## src/hdl/meas_pkg.sv

```systemverilog
`default_nettype none

package meas_pkg;

	// datapath widths
	localparam int DELAY_W     = 10;
	localparam int DAC_W       = 16;
	localparam int DAC_FRAME_W = 24;
	localparam int COUNT_W     = 16;

	// top byte of each dac frame: write input register, update output
	localparam logic [7:0] DAC_CMD_WRITE_UPDATE = 8'h30;

	////////////////////////////////////////////////////////////////////////////
	// register map, word index taken from address bits 4:2
	////////////////////////////////////////////////////////////////////////////

	localparam logic [2:0] REG_CTRL       = 3'd0;
	localparam logic [2:0] REG_STATUS     = 3'd1;
	localparam logic [2:0] REG_THRESH     = 3'd2;
	localparam logic [2:0] REG_CODE_START = 3'd3;
	localparam logic [2:0] REG_CODE_DELTA = 3'd4;
	localparam logic [2:0] REG_STEP_COUNT = 3'd5;
	// read only results
	localparam logic [2:0] REG_HIT_COUNT  = 3'd6;
	localparam logic [2:0] REG_FIRST_HIT  = 3'd7;

endpackage

`default_nettype wire

```

## src/hdl/meas_ctrl_if.sv

```systemverilog
`default_nettype none

interface meas_ctrl_if;

	// configuration, owned by the register block
	logic                           start;
	logic [meas_pkg::DAC_W-1:0]     thresh;
	logic [meas_pkg::DELAY_W-1:0]   code_start;
	logic [meas_pkg::DELAY_W-1:0]   code_delta;
	logic [meas_pkg::COUNT_W-1:0]   step_count;

	// status and results, owned by the sweep engine
	logic                           busy;
	logic                           done_p;
	logic [meas_pkg::COUNT_W-1:0]   hit_count;
	logic [meas_pkg::DELAY_W-1:0]   first_hit;
	logic                           hit_valid;

	modport regs (
		output	start, thresh, code_start, code_delta, step_count,
		input	busy, done_p, hit_count, first_hit, hit_valid
	);

	modport engine (
		input	start, thresh, code_start, code_delta, step_count,
		output	busy, done_p, hit_count, first_hit, hit_valid
	);

endinterface

`default_nettype wire

```

## src/hdl/meas_wb_regs.sv

```systemverilog
`default_nettype none

module meas_wb_regs (
	input	logic			hclk,
	input	logic			rst_i,
	input	logic			wb_cyc_i,
	input	logic			wb_stb_i,
	input	logic			wb_we_i,
	input	logic [31:0]	wb_adr_i,
	input	logic [31:0]	wb_dat_i,
	input	logic [3:0]		wb_sel_i,
	output	logic [31:0]	wb_dat_o,
	output	logic			wb_ack_o,
	output	logic			meas_done_o,
	meas_ctrl_if.regs		ctrl
);

	logic [2:0]		idx;
	logic			accept;
	logic			cfg_lock;
	logic			wr_en;
	logic [31:0]	rd_word;
	logic [31:0]	wr_word;

	// replace only the enabled byte lanes of the old word
	function automatic logic [31:0] lane_merge(
		input logic [31:0]	old_w,
		input logic [31:0]	new_w,
		input logic [3:0]	sel
	);
		logic [31:0] res;
		res = old_w;
		for (int b = 0; b < 4; b++) begin
			if (sel[b])
				res[b*8 +: 8] = new_w[b*8 +: 8];
		end
		return res;
	endfunction

	// classic cycle, stb is still up while ack is out
	assign accept   = wb_cyc_i && wb_stb_i && !wb_ack_o;
	assign idx      = wb_adr_i[4:2];
	// start already issued counts as busy
	assign cfg_lock = ctrl.busy || ctrl.start;
	assign wr_en    = accept && wb_we_i && !cfg_lock;
	assign wr_word  = lane_merge(rd_word, wb_dat_i, wb_sel_i);

	////////////////////////////////////////////////////////////////////////////
	// read mux
	////////////////////////////////////////////////////////////////////////////

	always_comb begin
		rd_word = '0;
		case (idx)
			meas_pkg::REG_STATUS:
				rd_word[2:0] = {ctrl.hit_valid, meas_done_o, ctrl.busy};
			meas_pkg::REG_THRESH:
				rd_word[meas_pkg::DAC_W-1:0] = ctrl.thresh;
			meas_pkg::REG_CODE_START:
				rd_word[meas_pkg::DELAY_W-1:0] = ctrl.code_start;
			meas_pkg::REG_CODE_DELTA:
				rd_word[meas_pkg::DELAY_W-1:0] = ctrl.code_delta;
			meas_pkg::REG_STEP_COUNT:
				rd_word[meas_pkg::COUNT_W-1:0] = ctrl.step_count;
			meas_pkg::REG_HIT_COUNT:
				rd_word[meas_pkg::COUNT_W-1:0] = ctrl.hit_count;
			meas_pkg::REG_FIRST_HIT:
				rd_word[meas_pkg::DELAY_W-1:0] = ctrl.first_hit;
			default:
				rd_word = '0;
		endcase
	end

	always_ff @(posedge hclk) begin
		if (accept)
			wb_dat_o <= rd_word;
	end

	////////////////////////////////////////////////////////////////////////////
	// configuration registers
	////////////////////////////////////////////////////////////////////////////

	always_ff @(posedge hclk) begin
		if (rst_i) begin
			ctrl.thresh     <= '0;
			ctrl.code_start <= '0;
			ctrl.code_delta <= '0;
			ctrl.step_count <= '0;
		end else if (wr_en) begin
			case (idx)
				meas_pkg::REG_THRESH:     ctrl.thresh     <= wr_word[meas_pkg::DAC_W-1:0];
				meas_pkg::REG_CODE_START: ctrl.code_start <= wr_word[meas_pkg::DELAY_W-1:0];
				meas_pkg::REG_CODE_DELTA: ctrl.code_delta <= wr_word[meas_pkg::DELAY_W-1:0];
				meas_pkg::REG_STEP_COUNT: ctrl.step_count <= wr_word[meas_pkg::COUNT_W-1:0];
				default: ;
			endcase
		end
	end

	// ack, start pulse and sticky done
	always_ff @(posedge hclk) begin
		if (rst_i) begin
			wb_ack_o    <= 1'b0;
			ctrl.start  <= 1'b0;
			meas_done_o <= 1'b0;
		end else begin
			wb_ack_o   <= accept;
			ctrl.start <= wr_en && (idx == meas_pkg::REG_CTRL) && wb_sel_i[0] && wb_dat_i[0];
			if (ctrl.start)
				meas_done_o <= 1'b0;
			else if (ctrl.done_p)
				meas_done_o <= 1'b1;
		end
	end

	ack_single: assert property (@(posedge hclk) disable iff (rst_i)
		wb_ack_o |=> !wb_ack_o);

endmodule

`default_nettype wire

```

## src/hdl/dac_spi_tx.sv

```systemverilog
`default_nettype none

module dac_spi_tx #(
	parameter int DAC_SPI_CLK_DIV = 3
) (
	input	logic							hclk,
	input	logic							rst_i,
	input	logic							load_i,
	input	logic [meas_pkg::DAC_W-1:0]	data_i,
	output	logic							busy_o,
	output	logic							sync_o,
	output	logic							sclk_o,
	output	logic							sdi_o
);

	localparam int FW    = meas_pkg::DAC_FRAME_W;
	localparam int DIV_W = (DAC_SPI_CLK_DIV > 1) ? $clog2(DAC_SPI_CLK_DIV) : 1;
	localparam int BIT_W = $clog2(FW);

	logic [FW-1:0]		frame;
	logic [FW-1:0]		shreg;
	logic [DIV_W-1:0]	div_cnt;
	logic [BIT_W-1:0]	bit_cnt;
	logic				half_tick;
	logic				fin;

	// command byte on top, msb goes out first
	assign frame     = {meas_pkg::DAC_CMD_WRITE_UPDATE, data_i};
	assign half_tick = (div_cnt == DIV_W'(DAC_SPI_CLK_DIV - 1));

	always_ff @(posedge hclk) begin
		if (load_i && !busy_o)
			shreg <= {frame[FW-2:0], 1'b0};
		else if (busy_o && !fin && half_tick && sclk_o)
			shreg <= {shreg[FW-2:0], 1'b0};
	end

	////////////////////////////////////////////////////////////////////////////
	// sclk generation and bit sequencing
	////////////////////////////////////////////////////////////////////////////

	always_ff @(posedge hclk) begin
		if (rst_i) begin
			busy_o  <= 1'b0;
			sync_o  <= 1'b1;
			sclk_o  <= 1'b0;
			sdi_o   <= 1'b0;
			div_cnt <= '0;
			bit_cnt <= '0;
			fin     <= 1'b0;
		end else if (!busy_o) begin
			if (load_i) begin
				busy_o  <= 1'b1;
				sync_o  <= 1'b0;
				sdi_o   <= frame[FW-1];
				div_cnt <= '0;
				bit_cnt <= '0;
			end
		end else if (fin) begin
			// one cycle of hold after the last falling edge
			fin    <= 1'b0;
			sync_o <= 1'b1;
			busy_o <= 1'b0;
		end else if (half_tick) begin
			div_cnt <= '0;
			sclk_o  <= !sclk_o;
			if (sclk_o) begin
				// falling edge, next bit while sclk is low
				sdi_o   <= shreg[FW-1];
				bit_cnt <= bit_cnt + 1'b1;
				fin     <= (bit_cnt == BIT_W'(FW - 1));
			end
		end else begin
			div_cnt <= div_cnt + 1'b1;
		end
	end

	sclk_in_frame: assert property (@(posedge hclk) disable iff (rst_i)
		$changed(sclk_o) |-> !sync_o);

endmodule

`default_nettype wire

```

## src/hdl/delay_sweep.sv

```systemverilog
`default_nettype none

module delay_sweep #(
	parameter int DAC_SETTLE_CYCLES = 8
) (
	input	logic								hclk,
	input	logic								rst_i,
	meas_ctrl_if.engine						ctrl,
	input	logic								cmp_i,
	output	logic								dac_load_o,
	output	logic [meas_pkg::DAC_W-1:0]		dac_data_o,
	input	logic								dac_busy_i,
	output	logic [meas_pkg::DELAY_W-1:0]	delay_code_o,
	output	logic								stb_o
);

	localparam int SET_W = (DAC_SETTLE_CYCLES > 1) ? $clog2(DAC_SETTLE_CYCLES) : 1;

	localparam logic [2:0] S_IDLE     = 3'd0;
	localparam logic [2:0] S_LOAD     = 3'd1;
	localparam logic [2:0] S_WAIT_DAC = 3'd2;
	localparam logic [2:0] S_SETTLE   = 3'd3;
	localparam logic [2:0] S_STROBE   = 3'd4;
	localparam logic [2:0] S_SAMPLE   = 3'd5;
	localparam logic [2:0] S_NEXT     = 3'd6;

	logic [2:0]						state;
	logic [meas_pkg::COUNT_W-1:0]	step_cnt;
	logic [SET_W-1:0]				settle_cnt;
	logic							last_step;
	logic							settled;

	assign dac_load_o = (state == S_LOAD);
	assign dac_data_o = ctrl.thresh;
	assign stb_o      = (state == S_STROBE);
	assign ctrl.busy  = (state != S_IDLE);
	assign last_step  = (step_cnt == ctrl.step_count - 1'b1);
	assign settled    = (settle_cnt == SET_W'(DAC_SETTLE_CYCLES - 1));

	////////////////////////////////////////////////////////////////////////////
	// sweep fsm
	////////////////////////////////////////////////////////////////////////////

	always_ff @(posedge hclk) begin
		if (rst_i) begin
			state          <= S_IDLE;
			step_cnt       <= '0;
			settle_cnt     <= '0;
			delay_code_o   <= '0;
			ctrl.done_p    <= 1'b0;
			ctrl.hit_count <= '0;
			ctrl.first_hit <= '0;
			ctrl.hit_valid <= 1'b0;
		end else begin
			ctrl.done_p <= 1'b0;
			case (state)
				S_IDLE: begin
					// results stay until the next start
					if (ctrl.start) begin
						ctrl.hit_count <= '0;
						ctrl.first_hit <= '0;
						ctrl.hit_valid <= 1'b0;
						state          <= S_LOAD;
					end
				end
				S_LOAD:
					state <= S_WAIT_DAC;
				S_WAIT_DAC: begin
					if (!dac_busy_i) begin
						if (ctrl.step_count == '0) begin
							ctrl.done_p <= 1'b1;
							state       <= S_IDLE;
						end else begin
							delay_code_o <= ctrl.code_start;
							step_cnt     <= '0;
							settle_cnt   <= '0;
							state        <= S_SETTLE;
						end
					end
				end
				S_SETTLE: begin
					if (settled)
						state <= S_STROBE;
					else
						settle_cnt <= settle_cnt + 1'b1;
				end
				S_STROBE:
					state <= S_SAMPLE;
				S_SAMPLE: begin
					// comparator is valid the cycle after the strobe
					if (cmp_i) begin
						ctrl.hit_count <= ctrl.hit_count + 1'b1;
						if (!ctrl.hit_valid) begin
							ctrl.first_hit <= delay_code_o;
							ctrl.hit_valid <= 1'b1;
						end
					end
					state <= S_NEXT;
				end
				S_NEXT: begin
					if (last_step) begin
						ctrl.done_p <= 1'b1;
						state       <= S_IDLE;
					end else begin
						step_cnt     <= step_cnt + 1'b1;
						// wraps modulo 1024
						delay_code_o <= delay_code_o + ctrl.code_delta;
						settle_cnt   <= '0;
						state        <= S_SETTLE;
					end
				end
				default:
					state <= S_IDLE;
			endcase
		end
	end

	stb_not_during_dac: assert property (@(posedge hclk) disable iff (rst_i)
		stb_o |-> !dac_busy_i);

	stb_single: assert property (@(posedge hclk) disable iff (rst_i)
		stb_o |=> !stb_o);

endmodule

`default_nettype wire

```

## src/hdl/meas_top.sv

```systemverilog
`default_nettype none

module meas_top #(
	parameter int DAC_SPI_CLK_DIV   = 3,
	parameter int DAC_SETTLE_CYCLES = 8
) (
	input	logic								hclk,
	input	logic								rst_i,
	// wishbone slave
	input	logic								wb_cyc_i,
	input	logic								wb_stb_i,
	input	logic								wb_we_i,
	input	logic [31:0]						wb_adr_i,
	input	logic [31:0]						wb_dat_i,
	input	logic [3:0]							wb_sel_i,
	output	logic [31:0]						wb_dat_o,
	output	logic								wb_ack_o,
	// comparator
	input	logic								cmp_i,
	// dac
	output	logic								dac_sync_o,
	output	logic								dac_sclk_o,
	output	logic								dac_sdi_o,
	// delay line
	output	logic [meas_pkg::DELAY_W-1:0]	delay_code_o,
	output	logic								stb_o,
	output	logic								meas_done_o
);

	logic							dac_load;
	logic [meas_pkg::DAC_W-1:0]	dac_data;
	logic							dac_busy;

	meas_ctrl_if ctrl_if ();

	meas_wb_regs meas_wb_regs_i (
		.hclk			(hclk),
		.rst_i			(rst_i),
		.wb_cyc_i		(wb_cyc_i),
		.wb_stb_i		(wb_stb_i),
		.wb_we_i		(wb_we_i),
		.wb_adr_i		(wb_adr_i),
		.wb_dat_i		(wb_dat_i),
		.wb_sel_i		(wb_sel_i),
		.wb_dat_o		(wb_dat_o),
		.wb_ack_o		(wb_ack_o),
		.meas_done_o	(meas_done_o),
		.ctrl			(ctrl_if.regs)
	);

	delay_sweep #(
		.DAC_SETTLE_CYCLES	(DAC_SETTLE_CYCLES)
	) delay_sweep_i (
		.hclk			(hclk),
		.rst_i			(rst_i),
		.ctrl			(ctrl_if.engine),
		.cmp_i			(cmp_i),
		.dac_load_o		(dac_load),
		.dac_data_o		(dac_data),
		.dac_busy_i		(dac_busy),
		.delay_code_o	(delay_code_o),
		.stb_o			(stb_o)
	);

	dac_spi_tx #(
		.DAC_SPI_CLK_DIV	(DAC_SPI_CLK_DIV)
	) dac_spi_tx_i (
		.hclk		(hclk),
		.rst_i		(rst_i),
		.load_i		(dac_load),
		.data_i		(dac_data),
		.busy_o		(dac_busy),
		.sync_o		(dac_sync_o),
		.sclk_o		(dac_sclk_o),
		.sdi_o		(dac_sdi_o)
	);

endmodule

`default_nettype wire

```

## config.mk

```make
export PLATFORM = sky130hd
export DESIGN_NAME = meas_top
export DESIGN_NICKNAME = d
export VERILOG_FILES = /design/src/hdl/meas_pkg.sv /design/src/hdl/meas_ctrl_if.sv /design/src/hdl/meas_wb_regs.sv /design/src/hdl/dac_spi_tx.sv /design/src/hdl/delay_sweep.sv /design/src/hdl/meas_top.sv
export SDC_FILE = /design/constraint.sdc
export NUM_CORES = 1
export LEC_CHECK = 0
export BUFFER_PORTS_ARGS = -buffer_cell sky130_fd_sc_hd__buf_2
export CELL_PAD_IN_SITES_DETAIL_PLACEMENT = 0
export CELL_PAD_IN_SITES_GLOBAL_PLACEMENT = 1
export CORE_UTILIZATION = 45
export CTS_CLUSTER_DIAMETER = 150
export CTS_CLUSTER_SIZE = 10
export DETAILED_ROUTE_END_ITERATION = 8
export PLACE_DENSITY = 0.88
export RECOVER_POWER = 25
export SYNTH_ARGS = -nofsm -noshare
export SYNTH_HDL_FRONTEND = slang
export SYNTH_HIERARCHICAL = 1
export SYNTH_SLANG_ARGS = --single-unit
```

## constraint.sdc

```tcl
create_clock -name hclk -period 3.2 [get_ports hclk]
set_clock_uncertainty 0.05 [all_clocks]
set_input_delay 0.48 -clock hclk [delete_from_list [all_inputs] [get_ports hclk]]
set_output_delay 0.48 -clock hclk [all_outputs]
set_load 0.01 [all_outputs]
```

### Word level (Yosys, flattened, before mapping)

Cells that the tools add are included.

* bits in registers: 166
* input port bits: 74
* output and inout bits: 48
* logic and storage cells: 164

* $add $sub $neg: 7
* equal/unequal tests: 29
* muxes and demuxes: 62
* bitwise operators: 1
* reduce and logical (&&, ||, !) cells: 40

Operators by type and width (count)
* $mux W16: 5
* $pmux W16 S2: 2
* $mux W10: 6
* $pmux W3 S7: 2
* $pmux W7 S6: 1
* $pmux W10 S2: 2
* $mux W17: 2
* $add A16 B1 Y16 const B: 2
* $mux W5: 5
* $eq A3 B3 Y1 const B: 8
* $ne A2 B2 Y1 const B: 11
* $mux W3: 7
* $mux W1: 18
* $pmux W6 S3: 1
* $eq A16 B16 Y1: 1
* $logic_not A16 Y1: 1
* $mux W8: 2
* $sub A16 B1 Y16 const B: 1
* $eq A3 B2 Y1 const B: 4
* $mux W2: 6
* $reduce_and A2 Y1: 6
* $reduce_and A4 Y1: 3
* $logic_and A1 B1 Y1: 11
* $add A10 B10 Y10: 1
* other kinds (18): 31

### Logic depth before layout (Yosys ltp)

Gate-level depths: netlist of the first run.

* word-level depth: 7
* mapped depth: 12
* depth with buffers taken out: 11

### Hierarchy

The synthesis of the first run kept the hierarchy.

By module, submodules not included
* meas_wb_regs: instances 1, cells an instance 422, area each 4042.6 um2, seq. area each 1581.5 um2
* delay_sweep: instances 1, cells an instance 515, area each 4030.1 um2, seq. area each 1201.2 um2
* dac_spi_tx: instances 1, cells an instance 136, area each 1531.5 um2, seq. area each 860.8 um2

### Worst setup path after synthesis of the first run

OpenSTA, ideal clock, no wires.

* path kind: register to register
* start: register meas_wb_regs_i.ctrl.step_count[0]
* end: register delay_sweep_i/step_cnt[2] (netlist name)
* library setup time: 116 ps
* data arrival time: 2381 ps
* data required time: 3034 ps
* slack: 652 ps
* stages on the path, launching flop included: 13
* buffers on the path: 2
* clock period less this slack: 2548 ps
* cells stage by stage: dfxtp_1 > inv_1 > ha_1 > nor2b_1 > clkbuf_1 > and2_1 > nand4_1 > a311oi_1 > or3_4 > a31oi_4 > buf_6 > a21oi_1 > a31o_2

* word-level cells in the longest chain between the ends: 4
* elaborated cells between the ends (all ways): 6
* those cells by class: 1 x add/sub; 3 x eq/ne; 2 x reduce/logical

Ends and longest elaborated chain
* start, declared: RTL line meas_ctrl_if.sv:20 `output start, thresh, code_start, code_delta, step_count,`
* start signal, assigned: RTL line meas_wb_regs.sv:94 `meas_pkg::REG_STEP_COUNT: ctrl.step_count <= wr_word[meas_pkg::COUNT_W-1:0];`
* $sub A16 B1 Y16: RTL line delay_sweep.sv:37 `assign last_step = (step_cnt == ctrl.step_count - 1'b1);`
* $eq A16 B16 Y1: RTL line delay_sweep.sv:37
* $ne A2 B2 Y1 (no line)
* $reduce_and A4 Y1 (no line) *
* end signal, assigned: RTL line delay_sweep.sv:105 `step_cnt <= step_cnt + 1'b1;`
* end, declared: RTL line delay_sweep.sv:28 `logic [meas_pkg::COUNT_W-1:0] step_cnt;`

Mark *: on every way between the ends. The rest lies on a longest branch, timed or not.
A chain may end at the register's enable or synchronous reset.

### Worst setup path in the final report of the first run

* start: register meas_wb_regs_i.ctrl.step_count[0]
* end: register delay_sweep_i/delay_code_o[9] (netlist name)

* word-level cells in the longest chain between the ends: 4
* elaborated cells between the ends (all ways): 6
* those cells by class: 1 x add/sub; 3 x eq/ne; 2 x reduce/logical

Ends and longest elaborated chain
* $sub A16 B1 Y16: RTL line delay_sweep.sv:37
* $eq A16 B16 Y1: RTL line delay_sweep.sv:37
* $ne A2 B2 Y1 (no line)
* $reduce_and A4 Y1 (no line) *
* end signal, assigned: RTL line delay_sweep.sv:74 `delay_code_o <= ctrl.code_start;`
* end signal, assigned: RTL line delay_sweep.sv:107 `delay_code_o <= delay_code_o + ctrl.code_delta;`
* end, declared: RTL line delay_sweep.sv:13 `output logic [meas_pkg::DELAY_W-1:0] delay_code_o,`

Marked as above.

==> results.cfg, run 1 <==
[outcome]
outcome = finished with violations
violations = max-capacitance violations, max-slew violations

[layout]
drive_gt1_frac = 0.129
area_growth_pct = 8.36
fin_nets = 1183
antenna_cells = 0
final_cells = 1381

[logic_synthesis]
synth.most_common_cell = dfxtp_1
ys.flop_type = dfxtp_1
synth_area_leader_cell = dfxtp_1
yosys_warnings = 6
yosys-top-cells-area = dfxtp_1 (28%), edfxtp_1 (10%), a21oi_1 (4.4%), mux2i_1 (4.0%), nand2_1 (3.9%)
netlist-cell-type-count = 97
async_reset_ff_frac = 0
synth_seq_area_share = 0.379
yosys.area.top_type_share = 0.279
netlist_area_mm2 = 0.00960
synthCells = 1073
ys_ff_latch = 166
ys_top_cells_by_count = dfxtp_1 (134), nand2_1 (99), a21oi_1 (84)
synth_edf_count = 32
synth_area_per_cell_um2 = 8.95

[route]
routedWlPerCell_um = 18.6
viasPerCell = 5.94
drc = 0
detail-route-antenna-nets = 0
first_pass_iters = 5
drt-total-wl_um = 25600
vias = 8203
drt_iter0_markers = 586

[timing]
relSlewSlack = -0.147
hold_viol_final = 0
rsz0062_at_grt = false
fin_crit_sh = 0.913
tightest_slew_ns = 1.72
slew_viol_final = 85
layout_min_cycle_time_ns = 2.92
tns_ns = 0
setup_viol = 0
fmax_mhz = 342

[global_route]
grt_overflow = 0
grt_pass1_vias = 7759
grtUsageTotal = 0.241
use_met1 = 0.318
met3_usage = 0.0365
grt_busiest_layer = met2
grt_antenna_before_repair = 0
grt_max_degree = 85
grt_first_pass_wirelength_um = 41500
use_met2 = 0.390

[pwr]
powerDensity_mw_per_mm2 = 432
leakage_nw = 3.92
ir_worst_vdd_v = 0.000233

[cts]
cts_tree = yes
htree_levels = 4
post_cts_buffers = 0
clock_path_buffers = 2
cts.clk_slew.worst_paths_ns = 0.07
hold_buffers = 0
clock-root-buffer = clkbuf_16
cts_made_buffers = 17
insertion_delay_ns = 0.43
numClockSinks = 166
cts_resized = 0

[die]
fp.dieH_um = 148
coreArea_mm2 = 0.0210
die_area_mm2 = 0.0219
initial_core_util = 0.458
dieWidth_um = 148
io_pins = 122
std_cell_rows = 53

[critical_path]
worst-path-max-fanout = 28
worstPathArrival_ns = 3.21
cp.required_ns = 3.48
startpoint = meas_wb_regs_i/ctrl.step_count[0]$_SDFFE_PP0P_
startpoint_type = register
crit_type = register to register
cp-end-kind = register
r2r-start = meas_wb_regs_i/ctrl.step_count[0]$_SDFFE_PP0P_

[placed_design]
portBuffers = 58
gp_congestion = 0.902
post-place-cells = 1349
place_hpwl_um = 18500

[min_path]
hp-class = primary input to register
worstHoldStart = rst_i

[flow_run]
cap_violations = 1
[stage by stage]
stage | setup WS, ns | hold slack [ns] | power, mW | utilization | instance area (um2)
final | 0.279 | 0.379 | 4.49 | 0.497 | 10400
after detailed placement | 0.140 | 0.396 | 2.50 | 0.472 | 9900
after global routing | 0.0986 | 0.387 | 4.64 | 0.497 | 10400
after floorplan | 0.652 | 0.378 | 2.43 | - | 9660
after CTS | 0.129 | 0.315 | 4.54 | 0.500 | 10500
after global placement | 0.219 | 0.396 | 2.49 | 0.472 | 9900
[power by group]
part / switching (mW) / internal [mW] / total [mW]
logic: 0.183 / 0.0884 / 0.272
registers: 0.0176 / 2.16 / 2.17
clock network: 0.941 / 1.11 / 2.05
[cells in the final DEF (no fill, tap or decap), drive strengths merged, types with 18 or more instances in the layout]
| cell type | count |
|---|---|
| nand3 | 47 |
| nand4 | 18 |
| o211ai | 20 |
| mux2i | 38 |
| nand3b | 35 |
| nand2 | 100 |
| clkbuf | 53 |
| dfxtp | 134 |
| o21ai | 45 |
| edfxtp | 32 |
| nor2b | 18 |
| nor3 | 21 |
| buf | 48 |
| and3 | 18 |
| a21oi | 87 |
| mux2 | 20 |
| nor2 | 65 |
| inv | 37 |
| nand2b | 30 |
[cell families after synthesis]
logic type	Yosys count	synth area share
flip-flops	166	0.379
buffers and inverters	127	0.0748
AND/OR/NAND/NOR	403	0.238
XOR/XNOR	28	0.0255
AO/OA/AOI/OAI	274	0.197
other	1	0.000390
multiplexers	58	0.0631
adder cells (fa/ha/maj)	16	0.0216
[sequential cells by signal (all words and copies together), names as in the netlist, 16 cells and up]
register	cells
dac_spi_tx_i/shreg	23
delay_sweep_i/ctrl.hit_count	16
delay_sweep_i/step_cnt	16
meas_wb_regs_i/ctrl.step_count	16
meas_wb_regs_i/ctrl.thresh	16
meas_wb_regs_i/wb_dat_o	16
[routing by layer]
layer,wire [um],share of wire,vias up
met2,12100,0.47,290
met4,853,0.033,0
met3,1450,0.056,51
li1,-,-,3930
met5,0,0,-
met1,11200,0.44,3932
[worst max-delay path: stages (launching register included)]
cell and delay, ns:
dfxtp_1 0.49, inv_1 0.08, ha_1 0.31, xnor2_1 0.14, a211oi_1 0.18, o2111ai_1 0.15, a311o_1 0.35, and4bb_4 0.35
a31oi_4 0.17, buf_12 0.20, and3_1 0.17, a31o_1 0.17
[worst paths after layout]
kind	endpoint	slack [ns]	depth (start not counted)
worst max-delay path	delay_sweep_i/delay_code_o[9]$_SDFFE_PP0P_	0.28	11
worst min-delay path	delay_sweep_i/ctrl.hit_count[2]$_SDFFE_PP0P_	0.38	2
worst max register to register	delay_sweep_i/delay_code_o[9]$_SDFFE_PP0P_	0.28	11
worst min register to register	delay_sweep_i/ctrl.first_hit[3]$_SDFFE_PP0P_	0.40	2
[final cells by class]
class	instances	area (um2)
fillers	2024	10500
multi-input cells	795	5280
flip-flops and latches	166	3640
clock buffers	19	475
repair buffers	82	437
well taps	275	344
inverters	31	116
clock inverters	13	108
Note: power is estimated with default switching activity, not from simulation.
==> run 2, diff against run 1 <==
==> constraint.sdc (replaced) <==
create_clock -name hclk -period 3 [get_ports hclk]
set_clock_uncertainty 0.05 [all_clocks]
set_input_delay 0.45 -clock hclk [delete_from_list [all_inputs] [get_ports hclk]]
set_output_delay 0.45 -clock hclk [all_outputs]
set_load 0.1 [all_outputs]
==> run 2 against run 1 <==
Compared with the run above: the flow now finishes without violations; highest routed layer unchanged; routed wire length rose by 0.30%; via count shrank 0.59%; global-route usage is 0.16 points lower; clock-buffer cell count is 5 higher; largest cell class unchanged; combinational power rose by 65%; first-iteration DRC count grew 13%; non-clock buffer count rose by 10; worst hold slack improved by 0.0071 ns; fmax rose by 0.79%; flip-flop and latch count did not move; worst setup slack worse by 0.18 ns; register-to-register slack lost 0.18 ns.
==> results.cfg, run 2 (synthesis gave the netlist of run 1 again) <==
[route]
first_pass_iters = 5
viasPerCell = 5.86
detail-route-antenna-nets = 0
drt_iter0_markers = 663
drc = 0
routedWlPerCell_um = 18.5
vias = 8155
drt-total-wl_um = 25700

[die]
initial_core_util = 0.458
fp.dieH_um = 148
die_area_mm2 = 0.0219
std_cell_rows = 53
coreArea_mm2 = 0.0210
io_pins = 122
dieWidth_um = 148

[cts]
cts_made_buffers = 17
insertion_delay_ns = 0.43
clock_path_buffers = 2
cts.clk_slew.worst_paths_ns = 0.07
htree_levels = 4
cts_tree = yes
numClockSinks = 166
hold_buffers = 0
clock-root-buffer = clkbuf_16

[flow_run]
cap_violations = 0

[timing]
relSlewSlack = 0.0165
slew_viol_final = 0
fin_crit_sh = 0.966
hold_viol_final = 0
rsz0062_at_grt = false
tightest_slew_ns = 1.48
tns_ns = 0
layout_min_cycle_time_ns = 2.90
fmax_mhz = 345
setup_viol = 0

[global_route]
grt_max_degree = 70
grt_pass1_vias = 7564
grt_antenna_before_repair = 1
grt_first_pass_wirelength_um = 40700
grtUsageTotal = 0.239
grt_overflow = 0

[critical_path]
cp.required_ns = 3.28
worst-path-max-fanout = 21
r2r-start = meas_wb_regs_i/ctrl.step_count[1]$_SDFFE_PP0P_
rr_endpoint = delay_sweep_i/delay_code_o[9]$_SDFFE_PP0P_
cp-end-kind = register
crit_type = register to register
startpoint_type = register
r2r_slack_ns = 0.10
rr_worst_depth = 10
worstPathArrival_ns = 3.17

[placed_design]
portBuffers = 58
placed_area_mm2 = 0.00998
gp_congestion = 0.907
place_hpwl_um = 18400

[outcome]
outcome = finished clean

[layout]
final_cell_mix = dfxtp_1 (133), nand2_1 (99), a21oi_1 (84)
drive_gt1_frac = 0.131
stdcell_area_mm2 = 0.0104
layout_commonest_cell = dfxtp_1
area_growth_pct = 8.65
multi_input_area_mm2 = 0.00528
regMostFlops = dac_spi_tx_i/shreg
largest_reg_flops = 23
antenna_cells = 0
seq_area_mm2 = 0.00364
fin_nets = 1193
nFillCells = 2053

[pwr]
p_int_mw = 3.54
pwr-share-comb = 0.093
powerDensity_mw_per_mm2 = 461
switchingPower_mw = 1.28
p_sw_frac = 0.265
ir_worst_vdd_v = 0.000260
leakage_nw = 3.95
p_seq_frac = 0.482
clkPwrFrac = 0.425

[min_path]
hp-class = primary input to register
worstHoldStart = wb_dat_i[12]
min_to = meas_wb_regs_i/ctrl.thresh[12]$_SDFFE_PP0P_
hold_depth = 4
## run 2: timing repair
item,in CTS,in global routing
buffers inserted,0,0
setup endpoints to repair,0,21
endpoints found under the hold margin,0,0
resized for setup,0,2
## run 2: worst max path at each step
stage	start	cells past startpoint	end
2_1_floorplan	delay_sweep_i/delay_code_o[3]$_SDFFE_PP0P_	9	delay_sweep_i/delay_code_o[9]$_SDFFE_PP0P_
3_3_place_gp	meas_wb_regs_i/ctrl.step_count[1]$_SDFFE_PP0P_	10	delay_sweep_i/delay_code_o[9]$_SDFFE_PP0P_
3_5_place_dp	meas_wb_regs_i/ctrl.step_count[1]$_SDFFE_PP0P_	10	delay_sweep_i/delay_code_o[9]$_SDFFE_PP0P_
4_1_cts	meas_wb_regs_i/ctrl.step_count[1]$_SDFFE_PP0P_	12	delay_sweep_i/delay_code_o[9]$_SDFFE_PP0P_
5_1_grt	meas_wb_regs_i/ctrl.step_count[1]$_SDFFE_PP0P_	10	delay_sweep_i/delay_code_o[9]$_SDFFE_PP0P_
6_report	meas_wb_regs_i/ctrl.step_count[1]$_SDFFE_PP0P_	10	delay_sweep_i/delay_code_o[9]$_SDFFE_PP0P_
## run 2: power by group through the flow
stage / clock [mW] / sequential (mW) / combinational (mW)
2_1_floorplan: 0 / 2.45 / 0.306
3_3_place_gp: 0 / 2.37 / 0.449
3_5_place_dp: 0 / 2.37 / 0.452
4_1_cts: 2.08 / 2.32 / 0.453
5_1_grt: 2.18 / 2.32 / 0.475
6_report: 2.04 / 2.32 / 0.450
## run 2: area by class of cell
cell class	instances	area share
Inverter	31	0.0112
Sequential cell	166	0.349
Multi-Input combinational cell	795	0.506
Tap cell	275	0.0330
Clock buffer	24	0.0433
Timing Repair Buffer	92	0.0504
Clock inverter	8	0.00743
## run 2: metrics by stage
stage	hold WS (ns)	power [mW]	setup WS, ns	instances	utilization
after detailed placement	0.394	2.82	0.148	1359	0.476
after global routing	0.397	4.98	0.0163	1391	0.498
after CTS	0.299	4.85	0.123	1391	0.501
after global placement	0.395	2.82	0.178	1359	0.476
final	0.386	4.81	0.101	1391	0.498
after floorplan	0.378	2.76	0.0761	1088	-
## run 2: critical path, cell delays in order, from the launching register on
cell       delay [ns]
dfxtp_1          0.31
buf_4            0.15
or3_1            0.49
o31ai_1          0.24
o2111ai_1        0.14
a311o_1          0.33
and4bb_4         0.37
a31oi_4          0.17
buf_12           0.20
and3_1           0.16
a31o_1           0.18
## run 2: metal layers
| metal | part of all wire | GRT usage |
|---|---|---|
| met5 | 0 | 0 |
| met4 | 0.025 | 0.0861 |
| met3 | 0.049 | 0.0466 |
| met2 | 0.48 | 0.392 |
| met1 | 0.45 | 0.312 |
